[config.mk]
export PLATFORM = sky130hd
export DESIGN_NAME = sensor_bridge_top
export DESIGN_NICKNAME = d
export VERILOG_FILES = /design/src/logic/sensor_bridge_pkg.sv /design/src/logic/spi_sample_reader.sv /design/src/logic/sample_fifo.sv /design/src/logic/wb_reg_bank.sv /design/src/logic/wb_addr_decode.sv /design/src/logic/sensor_bridge_top.sv
export SDC_FILE = /design/constraint.sdc
export NUM_CORES = 1
export LEC_CHECK = 0
export BUFFER_PORTS_ARGS = -buffer_cell sky130_fd_sc_hd__buf_2
export CAP_MARGIN = 20
export CORE_UTILIZATION = 60
export DETAILED_ROUTE_END_ITERATION = 7
export PLACE_DENSITY_LB_ADDON = 0.08
export SYNTH_ARGS = -nofsm -noshare
export SYNTH_HDL_FRONTEND = slang
export SYNTH_SLANG_ARGS = --single-unit
export TNS_END_PERCENT = 1
[constraint.sdc]
create_clock -name wb_clk_i -period 6.65 [get_ports wb_clk_i]
set_input_delay 0.9975 -clock wb_clk_i [delete_from_list [all_inputs] [get_ports wb_clk_i]]
set_output_delay 0.9975 -clock wb_clk_i [all_outputs]
set_load 0.05 [all_outputs]
[src/logic/sensor_bridge_pkg.sv]
package sensor_bridge_pkg;

    localparam int DATA_W     = 32;  // Bus data and sample width
    localparam int ADDR_W     = 17;  // Byte address into the aperture
    localparam int REGION_LSB = 12;  // Lowest bit of the region field
    localparam int LEVEL_W    = 4;   // Holds 0..FIFO_DEPTH for depths up to 8

    typedef logic [DATA_W-1:0] sample_t;

    typedef struct packed {
        logic [ADDR_W-1:0] adr;
        logic [3:0]        sel;
        logic              we;
        logic              cyc;
        logic              stb;
        logic [DATA_W-1:0] dat;
    } wb_req_t;

    typedef struct packed {
        logic [DATA_W-1:0] dat;
        logic              ack;
    } wb_rsp_t;

    typedef struct packed {
        logic sensor_en;
        logic fifo_flush;   // Single-cycle pulse
    } ctrl_t;

    typedef struct packed {
        logic [LEVEL_W-1:0] level;
        logic               empty;
        logic               full;
        logic               overrun;  // Sticky
    } fifo_stat_t;

    // Aperture map, byte addresses
    localparam logic [ADDR_W-1:0] REG_BASE   = 17'h00000;
    localparam logic [ADDR_W-1:0] DPORT_BASE = 17'h11000;
    localparam logic [ADDR_W-1:0] RSVD_BASE  = 17'h12000;

    // Byte offsets inside the register region
    localparam logic [REGION_LSB-1:0] REG_ID        = 12'h000;
    localparam logic [REGION_LSB-1:0] REG_REV       = 12'h004;
    localparam logic [REGION_LSB-1:0] REG_FIFO_RST  = 12'h008;
    localparam logic [REGION_LSB-1:0] REG_SENSOR_EN = 12'h00C;
    localparam logic [REGION_LSB-1:0] REG_OVERRUN   = 12'h010;
    localparam logic [REGION_LSB-1:0] REG_LEVEL     = 12'h014;

    localparam logic [REGION_LSB-1:0] RSVD_CUST_PROD = 12'h1F8;
    localparam logic [REGION_LSB-1:0] RSVD_REVISIONS = 12'h1FC;

    localparam logic [DATA_W-1:0] DEVICE_ID        = 32'h0000_5E50;
    localparam logic [DATA_W-1:0] REV_LEVEL        = 32'h0000_0100;
    localparam logic [DATA_W-1:0] CUST_PROD_VALUE  = 32'h0000_0100;
    localparam logic [DATA_W-1:0] REVISIONS_VALUE  = 32'h0001_0000;
    localparam logic [DATA_W-1:0] DEF_REG_VALUE    = 32'hFABDEFAC;
    localparam logic [DATA_W-1:0] RSVD_DEF_VALUE   = 32'hDEFFABAC;
    localparam logic [DATA_W-1:0] BAD_ACCESS_VALUE = 32'hBADFABAC;

endpackage

[src/logic/spi_sample_reader.sv]
module spi_sample_reader #(
    parameter int SCLK_DIV  = 2,
    parameter int FRAME_GAP = 4
) (
    input  logic                       wb_clk_i,
    input  logic                       rst_i,
    input  sensor_bridge_pkg::ctrl_t   ctrl_i,
    output logic                       cs_n_o,
    output logic                       sclk_o,
    input  logic                       sdata_i,
    output logic                       push_o,
    output sensor_bridge_pkg::sample_t sample_o
);

    localparam int DIV_W = $clog2(SCLK_DIV + 1);
    localparam int GAP_W = $clog2(FRAME_GAP + 1);
    localparam int BIT_W = $clog2(sensor_bridge_pkg::DATA_W + 1);

    localparam logic [DIV_W-1:0] DIV_LAST  = DIV_W'(SCLK_DIV - 1);
    localparam logic [GAP_W-1:0] GAP_LAST  = GAP_W'(FRAME_GAP - 1);
    localparam logic [BIT_W-1:0] BITS_FULL = BIT_W'(sensor_bridge_pkg::DATA_W);

    typedef enum logic [1:0] {
        ST_IDLE,
        ST_SHIFT,
        ST_GAP
    } state_t;

    state_t                     state;
    logic [DIV_W-1:0]           div_cnt;
    logic [GAP_W-1:0]           gap_cnt;
    logic [BIT_W-1:0]           bit_cnt;   // Rising edges seen in this frame
    sensor_bridge_pkg::sample_t shreg;
    logic                       half_done;
    logic                       frame_start;

    assign half_done   = (div_cnt == DIV_LAST);
    // A new frame starts from idle, or straight out of the gap
    assign frame_start = ctrl_i.sensor_en &&
                         (state == ST_IDLE || (state == ST_GAP && gap_cnt == GAP_LAST));

    always_ff @(posedge wb_clk_i)
    begin
        if (rst_i)
        begin
            state   <= ST_IDLE;
            cs_n_o  <= 1'b1;
            sclk_o  <= 1'b0;
            div_cnt <= '0;
            gap_cnt <= '0;
            bit_cnt <= '0;
            push_o  <= 1'b0;
        end
        else
        begin
            push_o <= 1'b0;
            if (frame_start)
            begin
                state   <= ST_SHIFT;
                cs_n_o  <= 1'b0;
                div_cnt <= '0;
                bit_cnt <= '0;
            end
            else
            begin
                case (state)
                    ST_SHIFT:
                    begin
                        div_cnt <= half_done ? '0 : div_cnt + 1'b1;
                        if (half_done)
                        begin
                            sclk_o <= ~sclk_o;
                            if (!sclk_o)
                                bit_cnt <= bit_cnt + 1'b1;
                            else if (bit_cnt == BITS_FULL)
                            begin
                                // Last falling edge closes the frame
                                state   <= ST_GAP;
                                cs_n_o  <= 1'b1;
                                push_o  <= 1'b1;
                                gap_cnt <= '0;
                            end
                        end
                    end
                    ST_GAP:
                        if (gap_cnt == GAP_LAST)
                            state <= ST_IDLE;  // Enable was cleared
                        else
                            gap_cnt <= gap_cnt + 1'b1;
                    default:
                        state <= ST_IDLE;
                endcase
            end
        end
    end

    // MSB first, taken as sclk goes high
    always_ff @(posedge wb_clk_i)
    begin
        if (state == ST_SHIFT && half_done && !sclk_o)
            shreg <= {shreg[sensor_bridge_pkg::DATA_W-2:0], sdata_i};
    end

    assign sample_o = shreg;   // Stable through the gap

    // Serial clock only runs inside a frame
    a_sclk_in_frame: assert property (@(posedge wb_clk_i) disable iff (rst_i)
        $changed(sclk_o) |-> !$past(cs_n_o));

endmodule

[src/logic/sample_fifo.sv]
module sample_fifo #(
    parameter int FIFO_DEPTH = 8
) (
    input  logic                          wb_clk_i,
    input  logic                          rst_i,
    input  logic                          push_i,
    input  sensor_bridge_pkg::sample_t    sample_i,
    input  logic                          pop_i,
    input  sensor_bridge_pkg::ctrl_t      ctrl_i,
    input  logic                          ovr_clr_i,
    output sensor_bridge_pkg::sample_t    head_o,
    output sensor_bridge_pkg::fifo_stat_t stat_o
);

    localparam int PTR_W = $clog2(FIFO_DEPTH);
    localparam int LVL_W = sensor_bridge_pkg::LEVEL_W;
    localparam logic [LVL_W-1:0] FULL_LEVEL = FIFO_DEPTH[LVL_W-1:0];

    generate
        if (FIFO_DEPTH >= (1 << LVL_W))
            $error("FIFO_DEPTH does not fit the level field");
    endgenerate

    sensor_bridge_pkg::sample_t mem [FIFO_DEPTH];
    logic [PTR_W-1:0]           wr_ptr;
    logic [PTR_W-1:0]           rd_ptr;
    logic [LVL_W-1:0]           level;
    logic                       overrun;
    logic                       full;
    logic                       empty;
    logic                       do_push;
    logic                       do_pop;

    assign full    = (level == FULL_LEVEL);
    assign empty   = (level == '0);
    assign do_push = push_i && !full;   // Dropped when full
    assign do_pop  = pop_i && !empty;

    always_ff @(posedge wb_clk_i)
    begin
        if (rst_i || ctrl_i.fifo_flush)
        begin
            wr_ptr <= '0;
            rd_ptr <= '0;
            level  <= '0;
        end
        else
        begin
            if (do_push)
                wr_ptr <= wr_ptr + 1'b1;
            if (do_pop)
                rd_ptr <= rd_ptr + 1'b1;
            case ({do_push, do_pop})
                2'b10:   level <= level + 1'b1;
                2'b01:   level <= level - 1'b1;
                default: level <= level;
            endcase
        end
    end

    // Flush leaves the overrun flag alone
    always_ff @(posedge wb_clk_i)
    begin
        if (rst_i)
            overrun <= 1'b0;
        else if (push_i && full)
            overrun <= 1'b1;
        else if (ovr_clr_i)
            overrun <= 1'b0;
    end

    always_ff @(posedge wb_clk_i)
    begin
        if (do_push)
            mem[wr_ptr] <= sample_i;
    end

    assign head_o         = mem[rd_ptr];
    assign stat_o.level   = level;
    assign stat_o.empty   = empty;
    assign stat_o.full    = full;
    assign stat_o.overrun = overrun;

    // Level stays in range and matches the pointer distance
    a_level_bound: assert property (@(posedge wb_clk_i) disable iff (rst_i)
        level <= FULL_LEVEL && level[PTR_W-1:0] == wr_ptr - rd_ptr);

endmodule

[src/logic/wb_reg_bank.sv]
module wb_reg_bank (
    input  logic                          wb_clk_i,
    input  logic                          rst_i,
    input  sensor_bridge_pkg::wb_req_t    wb_req_i,
    input  logic                          reg_sel_i,
    input  logic                          dport_sel_i,
    output sensor_bridge_pkg::sample_t    dat_o,
    output logic                          ack_o,
    output sensor_bridge_pkg::ctrl_t      ctrl_o,
    input  sensor_bridge_pkg::fifo_stat_t fifo_stat_i,
    input  sensor_bridge_pkg::sample_t    fifo_dat_i,
    output logic                          pop_o,
    output logic                          ovr_clr_o
);

    localparam int PAD_W = sensor_bridge_pkg::DATA_W - sensor_bridge_pkg::LEVEL_W;

    logic [sensor_bridge_pkg::REGION_LSB-1:0] offset;
    logic                                     wr_lane0;
    sensor_bridge_pkg::sample_t               reg_word;

    assign offset = wb_req_i.adr[sensor_bridge_pkg::REGION_LSB-1:0];

    // Write strobe for byte lane 0, once per transfer
    assign wr_lane0 = reg_sel_i && wb_req_i.stb && wb_req_i.we && !ack_o && wb_req_i.sel[0];

    always_ff @(posedge wb_clk_i)
    begin
        if (rst_i)
            ack_o <= 1'b0;
        else
            ack_o <= (reg_sel_i || dport_sel_i) && wb_req_i.stb && !ack_o;
    end

    always_ff @(posedge wb_clk_i)
    begin
        if (rst_i)
        begin
            ctrl_o.sensor_en  <= 1'b0;
            ctrl_o.fifo_flush <= 1'b0;
            ovr_clr_o         <= 1'b0;
        end
        else
        begin
            if (wr_lane0 && offset == sensor_bridge_pkg::REG_SENSOR_EN)
                ctrl_o.sensor_en <= wb_req_i.dat[0];
            ctrl_o.fifo_flush <= wr_lane0 && wb_req_i.dat[0] &&
                                 offset == sensor_bridge_pkg::REG_FIFO_RST;
            ovr_clr_o <= wr_lane0 && wb_req_i.dat[0] &&
                         offset == sensor_bridge_pkg::REG_OVERRUN;  // Write 1 to clear
        end
    end

    always_comb
    begin
        case (offset)
            sensor_bridge_pkg::REG_ID:
                reg_word = sensor_bridge_pkg::DEVICE_ID;
            sensor_bridge_pkg::REG_REV:
                reg_word = sensor_bridge_pkg::REV_LEVEL;
            sensor_bridge_pkg::REG_FIFO_RST:
                reg_word = '0;   // Write-only pulse
            sensor_bridge_pkg::REG_SENSOR_EN:
                reg_word = {{(sensor_bridge_pkg::DATA_W-1){1'b0}}, ctrl_o.sensor_en};
            sensor_bridge_pkg::REG_OVERRUN:
                reg_word = {{(sensor_bridge_pkg::DATA_W-1){1'b0}}, fifo_stat_i.overrun};
            sensor_bridge_pkg::REG_LEVEL:
                reg_word = {{PAD_W{1'b0}}, fifo_stat_i.level};
            default:
                reg_word = sensor_bridge_pkg::DEF_REG_VALUE;
        endcase
    end

    // Data port shows the FIFO head, zero when nothing is queued
    always_comb
    begin
        if (dport_sel_i)
            dat_o = fifo_stat_i.empty ? '0 : fifo_dat_i;
        else
            dat_o = reg_word;
    end

    // Head moves on at the end of the ack cycle
    assign pop_o = ack_o && dport_sel_i && !wb_req_i.we && !fifo_stat_i.empty;

    a_no_pop_empty: assert property (@(posedge wb_clk_i) disable iff (rst_i)
        pop_o |-> fifo_stat_i.level != '0);

endmodule

[src/logic/wb_addr_decode.sv]
module wb_addr_decode #(
    parameter int TIMEOUT_CYCLES = 7
) (
    input  logic                       wb_clk_i,
    input  logic                       rst_i,
    input  sensor_bridge_pkg::wb_req_t wb_req_i,
    output sensor_bridge_pkg::wb_rsp_t wb_rsp_o,
    output logic                       reg_sel_o,
    output logic                       dport_sel_o,
    input  sensor_bridge_pkg::sample_t reg_dat_i,
    input  logic                       reg_ack_i
);

    localparam int AW    = sensor_bridge_pkg::ADDR_W;
    localparam int RL    = sensor_bridge_pkg::REGION_LSB;
    localparam int TMO_W = $clog2(TIMEOUT_CYCLES + 1);

    localparam logic [AW-RL-1:0] REG_RGN   = sensor_bridge_pkg::REG_BASE[AW-1:RL];
    localparam logic [AW-RL-1:0] DPORT_RGN = sensor_bridge_pkg::DPORT_BASE[AW-1:RL];
    localparam logic [AW-RL-1:0] RSVD_RGN  = sensor_bridge_pkg::RSVD_BASE[AW-1:RL];
    localparam logic [TMO_W-1:0] TMO_LAST  = TMO_W'(TIMEOUT_CYCLES - 1);

    logic [AW-RL-1:0]           region;
    logic                       rsvd_sel;
    logic                       bad_req;
    logic                       rsvd_ack;
    logic                       bad_ack;
    logic [TMO_W-1:0]           tmo_cnt;
    sensor_bridge_pkg::sample_t rsvd_dat;

    assign region      = wb_req_i.adr[AW-1:RL];
    assign reg_sel_o   = wb_req_i.cyc && region == REG_RGN;
    assign dport_sel_o = wb_req_i.cyc && region == DPORT_RGN;
    assign rsvd_sel    = wb_req_i.cyc && region == RSVD_RGN;
    assign bad_req     = wb_req_i.cyc && wb_req_i.stb && !reg_sel_o && !dport_sel_o && !rsvd_sel;

    always_ff @(posedge wb_clk_i)
    begin
        if (rst_i)
        begin
            rsvd_ack <= 1'b0;
            bad_ack  <= 1'b0;
            tmo_cnt  <= '0;
        end
        else
        begin
            rsvd_ack <= rsvd_sel && wb_req_i.stb && !rsvd_ack;
            bad_ack  <= 1'b0;
            if (!bad_req || bad_ack)
                tmo_cnt <= '0;   // Idle, or transfer just ended
            else if (tmo_cnt == TMO_LAST)
                bad_ack <= 1'b1;
            else
                tmo_cnt <= tmo_cnt + 1'b1;
        end
    end

    // Fixed ID words
    always_comb
    begin
        case (wb_req_i.adr[RL-1:0])
            sensor_bridge_pkg::RSVD_CUST_PROD: rsvd_dat = sensor_bridge_pkg::CUST_PROD_VALUE;
            sensor_bridge_pkg::RSVD_REVISIONS: rsvd_dat = sensor_bridge_pkg::REVISIONS_VALUE;
            default:                           rsvd_dat = sensor_bridge_pkg::RSVD_DEF_VALUE;
        endcase
    end

    always_comb
    begin
        case (region)
            REG_RGN, DPORT_RGN: wb_rsp_o.dat = reg_dat_i;
            RSVD_RGN:           wb_rsp_o.dat = rsvd_dat;
            default:            wb_rsp_o.dat = sensor_bridge_pkg::BAD_ACCESS_VALUE;
        endcase
        wb_rsp_o.ack = reg_ack_i || rsvd_ack || bad_ack;
    end

    // Single-cycle ack across all responders
    a_ack_single: assert property (@(posedge wb_clk_i) disable iff (rst_i)
        wb_rsp_o.ack |=> !wb_rsp_o.ack);

endmodule

[src/logic/sensor_bridge_top.sv]
module sensor_bridge_top #(
    parameter int FIFO_DEPTH     = 8,
    parameter int SCLK_DIV       = 2,
    parameter int FRAME_GAP      = 4,
    parameter int TIMEOUT_CYCLES = 7
) (
    input  logic                       wb_clk_i,
    input  logic                       rst_i,
    input  sensor_bridge_pkg::wb_req_t wb_req_i,
    output sensor_bridge_pkg::wb_rsp_t wb_rsp_o,
    output logic                       cs_n_o,
    output logic                       sclk_o,
    input  logic                       sdata_i
);

    logic                          reg_sel;
    logic                          dport_sel;
    logic                          reg_ack;
    logic                          pop;
    logic                          push;
    logic                          ovr_clr;
    sensor_bridge_pkg::sample_t    reg_dat;
    sensor_bridge_pkg::sample_t    fifo_head;
    sensor_bridge_pkg::sample_t    sample;
    sensor_bridge_pkg::ctrl_t      ctrl;
    sensor_bridge_pkg::fifo_stat_t fifo_stat;

    wb_addr_decode #(.TIMEOUT_CYCLES(TIMEOUT_CYCLES)) u_wb_addr_decode (
        .wb_clk_i(wb_clk_i), .rst_i(rst_i),
        .wb_req_i(wb_req_i), .wb_rsp_o(wb_rsp_o),
        .reg_sel_o(reg_sel), .dport_sel_o(dport_sel),
        .reg_dat_i(reg_dat), .reg_ack_i(reg_ack)
    );

    wb_reg_bank u_wb_reg_bank (
        .wb_clk_i(wb_clk_i), .rst_i(rst_i), .wb_req_i(wb_req_i),
        .reg_sel_i(reg_sel), .dport_sel_i(dport_sel),
        .dat_o(reg_dat), .ack_o(reg_ack), .ctrl_o(ctrl),
        .fifo_stat_i(fifo_stat), .fifo_dat_i(fifo_head),
        .pop_o(pop), .ovr_clr_o(ovr_clr)
    );

    sample_fifo #(.FIFO_DEPTH(FIFO_DEPTH)) u_sample_fifo (
        .wb_clk_i(wb_clk_i), .rst_i(rst_i),
        .push_i(push), .sample_i(sample), .pop_i(pop),
        .ctrl_i(ctrl), .ovr_clr_i(ovr_clr),
        .head_o(fifo_head), .stat_o(fifo_stat)
    );

    spi_sample_reader #(.SCLK_DIV(SCLK_DIV), .FRAME_GAP(FRAME_GAP)) u_spi_sample_reader (
        .wb_clk_i(wb_clk_i), .rst_i(rst_i), .ctrl_i(ctrl),
        .cs_n_o(cs_n_o), .sclk_o(sclk_o), .sdata_i(sdata_i),
        .push_o(push), .sample_o(sample)
    );

endmodule

==> results.md <==
Run status:
- The flow ran to the end, and the final reports show no timing, DRC or antenna violations.

Setup path:
- STA puts the critical path data required time at 5.65 ns.
- STA classifies the critical path startpoint as an input pin.
- The cell family contributing the most delay on the critical path is simple AND/OR/NAND/NOR gates.
- The critical-path cell with the highest stage delay is sky130_fd_sc_hd__a2111oi_4.
- The largest fanout of any net on the critical path is 12.
- The setup path with the least slack is of type in -> out.
- At the worst endpoint, the arrival time is 3.96 ns.
- The buffer and inverter count on the worst path is 2.
- The number of stages on the worst setup path is 7.
- The largest single stage delay on the critical path is 0.61 ns.
- The number of cells on the worst reg-to-reg path is 10.
- The critical path goes through buf_2 -> or4_4 -> or4_4 -> a2111oi_4 -> and2b_1 -> o21ai_0 -> buf_2.
- The worst setup path is captured at a primary output.

Route:
- The first-pass detailed-route iteration total is 4.
- The total length of routed wires is 25,900 microns.
- The initial detailed-routing violation count is 513.
- The final routed wire length divided by cell count is 23.7 microns.
- The number of design rule violations left after detail routing is 0.
- The count of nets left with antenna violations once routing finished came out at 0.
- The detailed router placed 6,785 vias in this run.
- After detailed routing, the number of vias per cell comes to 6.21.

Synth:
- The share of synthesized flip-flops with an asynchronous set or reset is 0%.
- The flip-flop cell with the highest count after synthesis is sky130_fd_sc_hd__edfxtp_1.
- The netlist area before placement is 0.0129 sq mm.
- Synthesis instantiated 56 different standard cells from the library.
- The number of instances in the synthesized netlist is 714.
- The count of flip-flops with a built-in enable after synthesis is 288.
- The sequential-to-total area share from yosys stat is 73.4%.
- The synthesized area per cell is 18.0 sq um.
- The synthesized design contains 327 register bits.
- For this run, the number of Yosys warnings is 0.
- The number of nets in the synthesized netlist is 784.

Placement:
- Detailed placement finished with a half-perimeter wire length of 14,100 microns.
- The count of buffers from port buffering is 59.
- At the end of routability-driven placement, the weighted congestion stood at 0.795.
- The placement-stage worst setup slack is 1.71 ns.

Layout:
- The area growth from synthesis to layout is 14.3%.
- The post-route netlist has 25.4% of its cells at a drive strength greater than 1.
- The library cells used most frequently in the layout, excluding fill and tap cells, are sky130_fd_sc_hd__edfxtp_1, sky130_fd_sc_hd__buf_2, sky130_fd_sc_hd__mux4_2, sky130_fd_sc_hd__mux2i_1, sky130_fd_sc_hd__nor2_1.
- The number of filler instances in the final layout is 1,339.
- The antenna cell count is 0.
- Once layout is complete, the utilization of the core stands at 69.9%.
- The number of nets in the layout is 863.
- The library cell used most frequently in the layout, excluding fill and tap cells, is sky130_fd_sc_hd__edfxtp_1.

Die:
- Row generation in the floorplan step produced 53 rows.
- From left edge to right edge, the die measures 148 microns.
- The core region is 0.0210 sq mm.
- The number of I/O pins is 94.
- The die covers 0.0220 sq mm.
- The die is 148 microns tall.
- The starting density of the core is 61.1%.

Global routing:
- The maximum number of pins on one net before global-route repair is 57.
- For this run the aggregate overflow at the end of global routing stands at 0.
- The global-route wire length before repair is 39,800 microns.
- The number of global-route vias before repair is 6,937.
- The number of antenna violations at the first check in global routing is 0.
- The aggregate global-route resource usage is 24.6%.

Clock network:
- TritonCTS created 34 clock buffers.
- Buffers inserted to repair hold after CTS numbered 0.
- The tree is rooted in a sky130_fd_sc_hd__clkbuf_16.
- Post-CTS repair changed the size of 0 cells.
- TritonCTS built the clock tree.
- The clock insertion delay at the later pin of the skew report is 0.51 ns.
- The clock edge transition at the registers on the reported setup and hold paths is 0.05 ns.
- Clock tree synthesis found a total of 327 sinks.
- The clock tree synthesis step divided the H-tree into 2 levels.
- After clock tree synthesis, the setup repair step added 0 buffers.
- No sink is reached through more buffers than the 3 on the longest clock path.

Min path:
- The number of instances on the worst hold path is 1.
- The min-delay analysis places its worst path in the category reg -> reg.

Timing:
- In the post-route analysis, the smallest setup slack over all paths is 1.69 ns.
- Setup violations remaining at the end of the flow were counted as 0.
- The final worst hold slack is 0.429 ns.
- The worst path uses 74.5% of the clock period.
- The final clock skew is 0.0200 ns.
- The count of endpoints failing hold in the final timing report is 0.
- The count of pins over their slew limit is 0.
- After layout, the minimum clock period comes to 4.96 ns.
- At the pin with the least slew margin, the transition time is 0.958 ns.
- Adding up every negative setup slack in the final design gives 0 ns.
- Setup repair after global routing left no endpoint under its margin.
- The headroom to the max-slew limit is 36.2%.
- Static timing analysis puts the maximum clock frequency at 202 MHz.

Pwr:
- Summed over all cells, the static leakage comes to 4.62 nW.
- The power density of the placed cells is 287 mW/mm^2.
- VDD sags by at most 213 uV.

Job:
- The tool flagged a number of max-cap violations equal to 0.
==> worst register-to-register path: cells and delay by family (launching register included) <==
family,cells,cell delay [ns]
buffers and inverters,1,0.16
flip-flops,1,0.38
adder cells (fa/ha/maj),2,0.44
AO/OA/AOI/OAI,2,0.29
AND/OR/NAND/NOR,3,1.45
XOR/XNOR,2,0.28
==> Yosys cell counts, types with 6 or more instances <==
cell type                  instances  area share [%]
sky130_fd_sc_hd__o21ai_1          10            0.39
sky130_fd_sc_hd__nand2b_1          7            0.34
sky130_fd_sc_hd__ha_1             11             1.1
sky130_fd_sc_hd__inv_1            10            0.29
sky130_fd_sc_hd__clkbuf_1         17            0.50
sky130_fd_sc_hd__nand3_1          11            0.43
sky130_fd_sc_hd__edfxtp_1        288              67
sky130_fd_sc_hd__nand2_1          28            0.82
sky130_fd_sc_hd__mux2_2            7            0.61
sky130_fd_sc_hd__xnor2_1           7            0.48
sky130_fd_sc_hd__nand4_1           6            0.29
sky130_fd_sc_hd__nor2b_1           9            0.44
sky130_fd_sc_hd__mux4_2           58              10
sky130_fd_sc_hd__nor2_1           40             1.2
sky130_fd_sc_hd__dfxtp_1          39             6.1
sky130_fd_sc_hd__xor2_1            9            0.61
sky130_fd_sc_hd__o21ai_0          15            0.58
sky130_fd_sc_hd__a21oi_1          18            0.70
sky130_fd_sc_hd__nor3_1           12            0.47
sky130_fd_sc_hd__mux2i_1          38             3.0
==> layer usage <==
metal / share of wire, % / track usage [%] / wire length, microns / vias up
met4: 2.1 / 7.22 / 531 / 0
li1: - / - / - / 3005
met3: 6.0 / 4.94 / 1540 / 45
met1: 43 / 34.0 / 11100 / 3526
met5: 0 / 0 / 0 / -
met2: 49 / 40.1 / 12700 / 209
==> power breakdown <==
| part | internal (mW) | leakage (nW) | total, mW | switching, mW |
|---|---|---|---|---|
| clock | 1.19 | 0.566 | 1.95 | 0.756 |
| sequential | 2.20 | 2.90 | 2.20 | 0.000345 |
| combinational | 0.0168 | 1.15 | 0.0651 | 0.0483 |
==> path summary, 6_finish.rpt <==
path	from	to	slack, ns
max	wb_req_i[39]	wb_rsp_o[21]	1.69
min	u_wb_addr_decode.rsvd_ack	u_wb_addr_decode.rsvd_ack	0.43
max reg2reg	u_sample_fifo.level[0]	u_sample_fifo.level[2]	3.60
min reg2reg	u_wb_addr_decode.rsvd_ack	u_wb_addr_decode.rsvd_ack	0.43
==> layout make-up <==
class	count	area, sq um	area share [%]
inverter	10	37.5	0.255
tap	275	344	2.34
clock buffer	38	876	5.96
timing repair buffer	72	393	2.67
sequential	327	9440	64.2
multi-input combinational	348	3320	22.6
clock inverter	23	285	1.94
==> through the flow <==
step / power (mW) / cell area (sq um) / instances
final: 4.21 / 14700 / 1093
after global routing: 4.33 / 14700 / 1093
after CTS: 4.24 / 14700 / 1093
after detailed placement: 2.31 / 13500 / 1032
after global placement: 2.31 / 13500 / 1032
after floorplan: 2.28 / 12900 / 714
==> cells by family (layout without fill, tap and decap cells) <==
logic type | count (synthesis) | in the layout | share of synthesized area (%)
mux | 103 | 103 | 13.7
compound gates | 68 | 68 | 3.36
buf+inv | 39 | 143 | 1.23
simple gates | 150 | 150 | 6.16
fa+ha+maj | 11 | 11 | 1.07
flops | 327 | 327 | 73.4
xor+xnor | 16 | 16 | 1.09
==> state kept, by name (all words and copies together), names as in the netlist, named ones only <==
| name | cells |
|---|---|
| u_sample_fifo.overrun | 1 |
| u_spi_sample_reader.sample_o | 32 |
| u_spi_sample_reader.cs_n_o | 1 |
| u_wb_reg_bank.ack_o | 1 |
| u_sample_fifo.mem | 256 |
| u_sample_fifo.rd_ptr | 3 |
| u_spi_sample_reader.push_o | 1 |
| u_spi_sample_reader.state | 2 |
| u_sample_fifo.level | 4 |
| u_sample_fifo.wr_ptr | 3 |
| u_wb_reg_bank.ctrl_o | 2 |
| u_wb_addr_decode.bad_ack | 1 |
| u_spi_sample_reader.div_cnt | 2 |
| u_spi_sample_reader.bit_cnt | 6 |
| u_wb_addr_decode.tmo_cnt | 3 |
| u_spi_sample_reader.gap_cnt | 3 |
| u_wb_reg_bank.ovr_clr_o | 1 |
| u_wb_addr_decode.rsvd_ack | 1 |
| u_spi_sample_reader.sclk_o | 1 |
Power figures use the tool's default switching activity.
